File: src/common/mem_pkg.sv
`default_nettype none

package mem_pkg;

    localparam int addr_width    = 10;
    localparam int data_width    = 32;
    localparam int mask_width    = data_width / 8;      // One enable per byte.
    localparam int port_id_width = 3;
    localparam int mem_id_width  = port_id_width + 1;   // Port index on top.

    typedef enum logic {
        op_read  = 1'b0,
        op_write = 1'b1
    } mem_op_t;

    // A request as one port issues it.
    typedef struct packed {
        mem_op_t                  op;
        logic [mask_width-1:0]    mask;
        logic [addr_width-1:0]    addr;
        logic [data_width-1:0]    data;
        logic [port_id_width-1:0] id;
        logic                     last;
    } mem_req_t;

    // The same request after the merge, with the port index prepended to the id.
    typedef struct packed {
        mem_op_t                  op;
        logic [mask_width-1:0]    mask;
        logic [addr_width-1:0]    addr;
        logic [data_width-1:0]    data;
        logic [mem_id_width-1:0]  id;
        logic                     last;
    } mem_tagged_req_t;

    typedef struct packed {
        mem_op_t                  op;
        logic [data_width-1:0]    data;   // Zero for writes.
        logic [mem_id_width-1:0]  id;
    } mem_resp_t;

endpackage

`default_nettype wire

File: src/common/merge_pkg.sv
`default_nettype none

package merge_pkg;

    // How the arbiter picks when both ports are valid.
    typedef enum logic {
        select_round_robin = 1'b0,
        select_priority    = 1'b1     // Port 0 always wins.
    } select_mode_t;

    typedef enum logic {
        arb_idle   = 1'b0,
        arb_locked = 1'b1             // Inside a burst, waiting for last.
    } arb_state_t;

endpackage

`default_nettype wire

File: src/mem_merge/mem_merge.sv
`timescale 1ns/100ps
`default_nettype none

module mem_merge #(
    parameter merge_pkg::select_mode_t SELECT_MODE = merge_pkg::select_round_robin,
    parameter bit                      USE_LAST    = 1'b1
) (
    input  wire                         clk,
    input  wire                         rst_n,

    input  wire                         req_valid0,
    input  wire mem_pkg::mem_req_t      req0,
    output logic                        req_ready0,

    input  wire                         req_valid1,
    input  wire mem_pkg::mem_req_t      req1,
    output logic                        req_ready1,

    output logic                        out_valid,
    output mem_pkg::mem_tagged_req_t    out_req,
    input  wire                         out_ready
);

    import mem_pkg::*;

    logic     buf0_valid;
    mem_req_t buf0_req;
    logic     buf0_ready;
    logic     buf1_valid;
    mem_req_t buf1_req;
    logic     buf1_ready;

    mem_port_buffer u_buf0 (
        .clk       (clk),
        .rst_n     (rst_n),
        .in_valid  (req_valid0),
        .in_req    (req0),
        .in_ready  (req_ready0),
        .out_valid (buf0_valid),
        .out_req   (buf0_req),
        .out_ready (buf0_ready)
    );

    mem_port_buffer u_buf1 (
        .clk       (clk),
        .rst_n     (rst_n),
        .in_valid  (req_valid1),
        .in_req    (req1),
        .in_ready  (req_ready1),
        .out_valid (buf1_valid),
        .out_req   (buf1_req),
        .out_ready (buf1_ready)
    );

    // Both buffers cut the ready path, so the choice below sees only registered valids.
    mem_merge_arbiter #(
        .SELECT_MODE (SELECT_MODE),
        .USE_LAST    (USE_LAST)
    ) u_arb (
        .clk       (clk),
        .rst_n     (rst_n),
        .in0_valid (buf0_valid),
        .in0_req   (buf0_req),
        .in0_ready (buf0_ready),
        .in1_valid (buf1_valid),
        .in1_req   (buf1_req),
        .in1_ready (buf1_ready),
        .out_valid (out_valid),
        .out_req   (out_req),
        .out_ready (out_ready)
    );

endmodule

`default_nettype wire

File: src/mem_merge/mem_merge_arbiter.sv
`timescale 1ns/100ps
`default_nettype none

module mem_merge_arbiter #(
    parameter merge_pkg::select_mode_t SELECT_MODE = merge_pkg::select_round_robin,
    parameter bit                      USE_LAST    = 1'b1
) (
    input  wire                         clk,
    input  wire                         rst_n,

    input  wire                         in0_valid,
    input  wire mem_pkg::mem_req_t      in0_req,
    output logic                        in0_ready,

    input  wire                         in1_valid,
    input  wire mem_pkg::mem_req_t      in1_req,
    output logic                        in1_ready,

    output logic                        out_valid,
    output mem_pkg::mem_tagged_req_t    out_req,
    input  wire                         out_ready
);

    import mem_pkg::*;
    import merge_pkg::*;

    arb_state_t state;
    logic       rr_ptr;       // Port with priority in round-robin mode.
    logic       lock_port;
    logic       prio_port;
    logic       grant0;
    logic       grant1;
    logic       win_port;
    mem_req_t   win_req;
    logic       load_en;
    logic       take;

    assign prio_port = (SELECT_MODE == select_priority) ? 1'b0 : rr_ptr;

    always_comb begin
        grant0 = 1'b0;
        grant1 = 1'b0;
        if (state == arb_locked) begin
            grant0 = in0_valid && !lock_port;
            grant1 = in1_valid && lock_port;
        end else if (in0_valid && in1_valid) begin
            grant0 = !prio_port;
            grant1 = prio_port;
        end else begin
            grant0 = in0_valid;
            grant1 = in1_valid;
        end
    end

    assign win_port  = grant1;
    assign win_req   = grant1 ? in1_req : in0_req;
    assign load_en   = !out_valid || out_ready;   // Output register free this cycle.
    assign take      = load_en && (grant0 || grant1);
    assign in0_ready = load_en && grant0;
    assign in1_ready = load_en && grant1;

    always_ff @(posedge clk) begin
        if (!rst_n) begin
            out_valid <= 1'b0;
            state     <= arb_idle;
            rr_ptr    <= 1'b0;
            lock_port <= 1'b0;
        end else if (take) begin
            out_valid <= 1'b1;
            rr_ptr    <= !win_port;   // The other port goes first next time.
            lock_port <= win_port;
            if (USE_LAST && !win_req.last) begin
                state <= arb_locked;
            end else begin
                state <= arb_idle;
            end
        end else if (out_ready) begin
            out_valid <= 1'b0;
        end
    end

    always_ff @(posedge clk) begin
        if (take) begin
            out_req.op   <= win_req.op;
            out_req.mask <= win_req.mask;
            out_req.addr <= win_req.addr;
            out_req.data <= win_req.data;
            out_req.id   <= {win_port, win_req.id};
            out_req.last <= win_req.last;
        end
    end

endmodule

`default_nettype wire

File: src/mem_merge/mem_port_buffer.sv
`timescale 1ns/100ps
`default_nettype none

module mem_port_buffer (
    input  wire                    clk,
    input  wire                    rst_n,

    input  wire                    in_valid,
    input  wire mem_pkg::mem_req_t in_req,
    output logic                   in_ready,

    output logic                   out_valid,
    output mem_pkg::mem_req_t      out_req,
    input  wire                    out_ready
);

    import mem_pkg::*;

    logic     main_valid;
    mem_req_t main_req;
    logic     spill_valid;
    mem_req_t spill_req;
    logic     in_take;
    logic     main_free;

    assign in_take   = in_valid && in_ready;
    assign main_free = !main_valid || out_ready;    // Main register empties or drains now.

    // Ready comes from a register only, so the arbiter's ready never reaches the port.
    assign in_ready  = !spill_valid;
    assign out_valid = main_valid;
    assign out_req   = main_req;

    always_ff @(posedge clk) begin
        if (!rst_n) begin
            main_valid  <= 1'b0;
            spill_valid <= 1'b0;
        end else if (main_free) begin
            if (spill_valid) begin
                main_valid  <= 1'b1;
                spill_valid <= 1'b0;
            end else begin
                main_valid <= in_take;
            end
        end else if (in_take) begin
            spill_valid <= 1'b1;  // Main is stalled, so park the new request.
        end
    end

    always_ff @(posedge clk) begin
        if (main_free) begin
            main_req <= spill_valid ? spill_req : in_req;
        end
        if (!main_free && in_take) begin
            spill_req <= in_req;
        end
    end

endmodule

`default_nettype wire

File: config.mk
export PLATFORM = sky130hd
export DESIGN_NAME = mem_merge
export DESIGN_NICKNAME = d
export VERILOG_FILES = /design/src/common/mem_pkg.sv /design/src/common/merge_pkg.sv /design/src/mem_merge/mem_merge.sv /design/src/mem_merge/mem_merge_arbiter.sv /design/src/mem_merge/mem_port_buffer.sv
export SDC_FILE = /design/constraint.sdc
export NUM_CORES = 1
export LEC_CHECK = 0
export ABC_AREA = 1
export BUFFER_PORTS_ARGS = -buffer_cell sky130_fd_sc_hd__buf_2
export CORE_MARGIN = 2
export CORE_UTILIZATION = 56
export CTS_CLUSTER_SIZE = 16
export DETAILED_ROUTE_END_ITERATION = 12
export PLACE_DENSITY = 0.79
export SLEW_MARGIN = 10
export SYNTH_ARGS = -nofsm -noshare
export SYNTH_HDL_FRONTEND = slang
export SYNTH_SLANG_ARGS = --single-unit
File: constraint.sdc
create_clock -name clk -period 6.2 [get_ports clk]
set_input_delay 0.31 -clock clk [delete_from_list [all_inputs] [get_ports clk]]
set_output_delay 0.31 -clock clk [all_outputs]
set_load 0.03 [all_outputs]
---- Word level (Yosys, flattened, before mapping) ----
Index checks and enable logic that the tools add are counted.
cells by class
  reductions and logical operators ........ 27
  bitwise logic cells ..................... 1
  multiplexer cells ....................... 12
operators with widths
  cell               count
  $mux 51            3
  $logic_and 1x1->1  10
  $logic_not 1->1    10
  $mux 1             9
  $logic_or 1x1->1   4
  $reduce_or 2->1    2
  $reduce_bool 2->1  1
  $not 1->1          1
storage, ports and cells
  output and inout port bits .............. 55
  input port bits ......................... 107
  bits in registers ....................... 264
  word-level logic and storage cells ...... 78

---- Logic depth before layout (Yosys ltp) ----
  word-level depth ........................ 7
  gate-level depth with buffers ........... 9
  depth with buffers taken out ............ 9

---- By module ----
Synthesis repeated with hierarchy kept, for this count alone.
unflattened totals
  cells, all modules ...................... 806
  area, all modules ....................... 10173.5 µm²
modules (own cells, without submodules)
  module             area an instance (µm²)  sequential area each (µm²)  times used  cells each
  mem_port_buffer    3856.2                  3103.0                      2           278
  mem_merge_arbiter  2461.1                  1641.6                      1           250

---- Worst setup path after synthesis ----
OpenSTA, ideal clock, no wires.
  path type ............................... register -> register
  start point ............................. register u_arb.out_valid
  end point ............................... register u_buf0.spill_req[0] (netlist name), enable pin
  library setup time ...................... 0.460 ns
  buffers on the path ..................... 0
  data arrival time ....................... 4.360 ns
  required time ........................... 5.740 ns
  slack ................................... 1.381 ns
  period minus slack after synthesis ...... 4.819 ns
  stages on the path, launching flop included .. 5
  cells stage by stage .................... dfxtp_1 nand2_1 nand3_1 nand2_1 nor2_1
on the way
  longest elaborated chain between the ends .. 6
ends and longest elaborated chain
  what                      line                     source
  start: declaration        mem_merge_arbiter.sv:19  output logic out_valid,
  start signal: assignment  mem_merge_arbiter.sv:64  out_valid <= 1'b0;
  start signal: assignment  mem_merge_arbiter.sv:69  out_valid <= 1'b1;
  start signal: assignment  mem_merge_arbiter.sv:78  out_valid <= 1'b0;
  $logic_not 1->1           mem_merge_arbiter.sv:57  assign load_en = !out_valid || out_ready;
  $logic_or 1x1->1          mem_merge_arbiter.sv:57
  $logic_and 1x1->1         mem_merge_arbiter.sv:59  assign in0_ready = load_en && grant0;
  $logic_or 1x1->1          mem_port_buffer.sv:27    assign main_free = !main_valid || out_ready;
  via u_buf0.main_free      mem_port_buffer.sv:24    logic main_free;
  $logic_not 1->1           mem_port_buffer.sv:54    if (!main_free && in_take) begin
  $logic_and 1x1->1         mem_port_buffer.sv:54
  end signal: assignment    mem_port_buffer.sv:55    spill_req <= in_req;
  end: declaration          mem_port_buffer.sv:22    mem_req_t spill_req;
The timed path passes the listed nets, and every way through them passes these cells.
A chain may end at the register's enable or synchronous reset.

---- Worst setup path after layout ----
  start point ............................. register u_arb.state
  end point ............................... register u_buf1.spill_req[16] (netlist name), enable pin
on the way
  longest elaborated chain between the ends .. 5
ends and longest elaborated chain
  what                      line                     source
  start: declaration        mem_merge_arbiter.sv:27  arb_state_t state;
  start signal: assignment  mem_merge_arbiter.sv:65  state <= arb_idle;
  start signal: assignment  mem_merge_arbiter.sv:73  state <= arb_locked;
  start signal: assignment  mem_merge_arbiter.sv:75  state <= arb_idle;
  $mux 1                    mem_merge_arbiter.sv:43  if (state == arb_locked) begin
  $logic_and 1x1->1         mem_merge_arbiter.sv:60  assign in1_ready = load_en && grant1;
  $logic_or 1x1->1          mem_port_buffer.sv:27
  via u_buf1.main_free      mem_port_buffer.sv:24
  $logic_not 1->1           mem_port_buffer.sv:54
  $logic_and 1x1->1         mem_port_buffer.sv:54
  end signal: assignment    mem_port_buffer.sv:55
  end: declaration          mem_port_buffer.sv:22
The timed path passes the listed nets, and every way through them passes these cells.

==> run summary <==
The reported max-cap violation count is 0. The global-route usage over all layers came out at about a quarter. The combined area of all synthesized cells is about 10000 sq um. From synthesis to final layout, the design area changed by 29.4%. The post-route netlist has about a fifth of its cells at a drive strength greater than 1. The final number of max-transition violations is 0. After filler insertion, the fill cell instance count of the layout stands at about 1,000. The CTS tree is done.

The starting utilization of the core area is 57.5%. The final routed wire length divided by cell count came out at 17.9 um. The count of synthesis-stage warnings from yosys came out at 0. The maximum fanout along the worst path is 53. The clock edge transition at the registers on the reported setup and hold paths is roughly 0.070 ns. Setup repair after global routing left no endpoint under its margin. The clock buffer count from CTS came out at 26. The tree is rooted in a sky130_fd_sc_hd__clkbuf_16. Summed over all instances, the cell type with the most area after synthesis is sky130_fd_sc_hd__edfxtp_1. At the worst endpoint, the required time is 6.36 ns.

The worst hold path class is in2reg. The setup total negative slack is 0 ns. The placed instance area is around 11,000 sq um.

The later pin in the worst-skew pair is clocked with a latency of between 0.5 and 0.6 ns. By area the synthesized netlist is led by sky130_fd_sc_hd__edfxtp_1, sky130_fd_sc_hd__nand2_1, sky130_fd_sc_hd__nand3_1, sky130_fd_sc_hd__dfxtp_1, sky130_fd_sc_hd__clkbuf_1. The average via count per standard cell came out at 5.31. Synthesis produced a netlist with a net count of about 900. The setup clock skew after layout is approximately 0.01 ns. Synthesis produced about 800 cells. The max-slew headroom at the worst pin is approximately a quarter. The depth of the CTS H-tree came out at 1. The startpoint kind of the worst setup timing path is a register. Setup violations remaining at the end of the flow were counted as 0. The number of buffers added on ports came out at between 150 and 200.

The repair_antennas step left the layout with diodes totalling 0. STA classifies the critical path endpoint as a register. Post-CTS repair changed the size of 0 cells. The average cell area after synthesis is between 10 and 15 sq um. The count of cell types in the netlist came out at 18. The number of global-route vias before repair is a little under 7,000. The full die area is approximately 19,000 sq um. The number of buffers inserted by post-CTS setup repair came out at 0. In this run the vertical extent of the chip is approximately 140 um. The count of pins on the block boundary came out at approximately 160. The area share of the leading cell type in the synthesized netlist came out at 77.0%. The via count came out at just under 7,000. Counting both buffers and inverters, the worst setup path holds a total of 1. CTS saw approximately 260 sinks. The maximum achievable frequency is about 0.28 GHz. The number of design rule violations left after detail routing came out at 0. Walking the worst path, the cells encountered are nor2_1 > nand2_2 > nand2_4 > nand2_4 > nand2_2 > nor2_4 > buf_4. In the finished design, the share of the clock period the worst path needs comes to roughly 57%. The residual antenna-violating net count after detailed routing came out at 0. The library cell contributing the largest single delay on the critical path is sky130_fd_sc_hd__nand2_2. The clock period minus worst slack is around 3.5 ns. The number of placement rows came out at 48. The leakage power is between 5 and 6 nW.

The first TritonRoute pass finished after 5 iterations. The remaining global-route overflow is 0. For this run, the post-layout net count is between 1,000 and 1,500. The power density normalized to cell area is between 300 and 400 nW/um^2. From left edge to right edge, the die measures 138 um. The flow ran to the end, and the final reports show no timing, DRC or antenna violations.

Summed over all nets, the half-perimeter wirelength after detailed placement is 12,900 um. The worst-case IR drop observed on VDD is between 0.2 and 0.25 mV. The violation count after the first detailed-routing iteration came out at between 600 and 700. The area of the placeable core came out at 17,400 sq um. The data arrival time of the critical path is 3.70 ns. The largest single stage delay on the critical path is roughly 0.79 ns.

The initial antenna violation count was 0. The number of endpoints with negative hold slack in the final report is 0. The total routed wirelength came out at roughly 23,000 um. For the pin with the worst max-slew slack, the measured transition is about 1.1 ns.

The worst setup path category is reg2reg. The clock tree buffer depth came out at 3. Power comes to 4.64 mW. The synthesized design contains roughly 260 register bits. The post-route cell area is around 13,000 sq um. The first global-routing pass estimated around 35,000 um of wire.

At the end of routability-driven placement, the weighted congestion stood at roughly 0.8. Among cell families on the critical path, the largest total delay comes from simple AND/OR/NAND/NOR gates. Summing the sequential cell areas from Yosys gives ~79% of the chip area. The largest net degree at the start of global routing is 54.
-- tightest hold or removal path: stages --
cell	delay, ns
sky130_fd_sc_hd__buf_2	0.14
sky130_fd_sc_hd__nand2_1	0.07
sky130_fd_sc_hd__nor2_1	0.04
-- sequential cells by signal, indices dropped and copies added, names as in the netlist, 51 cells and up --
signal            count
u_buf1.out_req       51
u_buf0.spill_req     51
u_buf1.spill_req     51
u_buf0.out_req       51
u_arb.out_req        52
-- layout make-up --
class	count	area (sq um)	share of cell area, %
Tap cell	225	282	2.18
Inverter	9	33.8	0.261
Clock buffer	30	687	5.31
Multi-Input combinational cell	491	1970	15.2
Sequential cell	264	7850	60.7
Timing Repair Buffer	269	1870	14.5
Clock inverter	17	234	1.81
-- power breakdown --
part / internal, mW / total [mW] / switching, mW
registers: 2.24 / 2.32 / 0.0825
logic: 0.190 / 0.634 / 0.444
clock network: 1.04 / 1.69 / 0.650
total: 3.47 / 4.64 / 1.18
-- placed cells by master, fill, tap and decap left out, types with 6 or more instances in the layout --
cell                            count
sky130_fd_sc_hd__nand2_1          416
sky130_fd_sc_hd__edfxtp_1         256
sky130_fd_sc_hd__buf_2            161
sky130_fd_sc_hd__dlygate4sd3_1    102
sky130_fd_sc_hd__nand3_1           54
sky130_fd_sc_hd__clkbuf_16         27
sky130_fd_sc_hd__inv_1              6
sky130_fd_sc_hd__clkinv_1           6
sky130_fd_sc_hd__bufinv_16          6
sky130_fd_sc_hd__buf_4              6
sky130_fd_sc_hd__dfxtp_1            6
-- cell usage after synthesis (all sizes together) --
library cell,count
dfxtp,8
nor3,1
nand2,422
edfxtp,256
inv,8
clkinv,1
a21oi,4
clkbuf,30
buf,7
o21ai,2
nand3,55
nor2,6
a31oi,1
-- routing by layer --
layer	GRT usage (%)	wire length, um	up-vias
met5	0	0	-
met4	9.97	818	0
met3	3.20	1770	72
met2	42.8	12000	360
met1	31.9	8830	3273
li1	-	-	3227
-- cell families (layout without fill, tap and decap cells) --
| logic type | after synthesis | in the layout | share of synthesized area [%] |
|---|---|---|---|
| buf+inv | 46 | 325 | 1.94 |
| flops | 264 | 264 | 78.6 |
| simple gates | 484 | 484 | 19.1 |
| compound gates | 7 | 7 | 0.363 |
-- repair_timing --
action                                  CTS  global route
hold endpoints to repair                101             1
hold buffers                            101             1
endpoints found under the setup margin    0             0
-- path summary, 6_finish.rpt --
path / cells past startpoint / endpoint / slack (ns) / startpoint
worst max-delay path: 7 / u_buf1.spill_req[16]$_DFFE_PP_ / 2.66 / u_arb.state$_SDFFE_PN0P_
worst min register to register: 2 / u_arb.prio_port$_SDFFE_PN0P_ / 0.49 / u_arb.prio_port$_SDFFE_PN0P_
worst min-delay path: 3 / u_arb.state$_SDFFE_PN0P_ / 0.08 / rst_n
worst max register to register: 7 / u_buf1.spill_req[16]$_DFFE_PP_ / 2.66 / u_arb.state$_SDFFE_PN0P_
-- per-stage QoR --
| step | std cells | hold slack (ns) | setup slack, ns | util (%) |
|---|---|---|---|---|
| final | 1305 | 0.0753 | 2.66 | 74.5 |
| after global routing | 1305 | 0.0649 | 2.40 | 74.5 |
| after CTS | 1304 | 0.00420 | 2.65 | 74.4 |
| after detailed placement | 1156 | 0.474 | 2.65 | 63.3 |
| after global placement | 1156 | 0.453 | 2.72 | 63.3 |
| after floorplan | 801 | 0.409 | 1.38 | - |
Note: power is estimated with default switching activity, not from simulation.
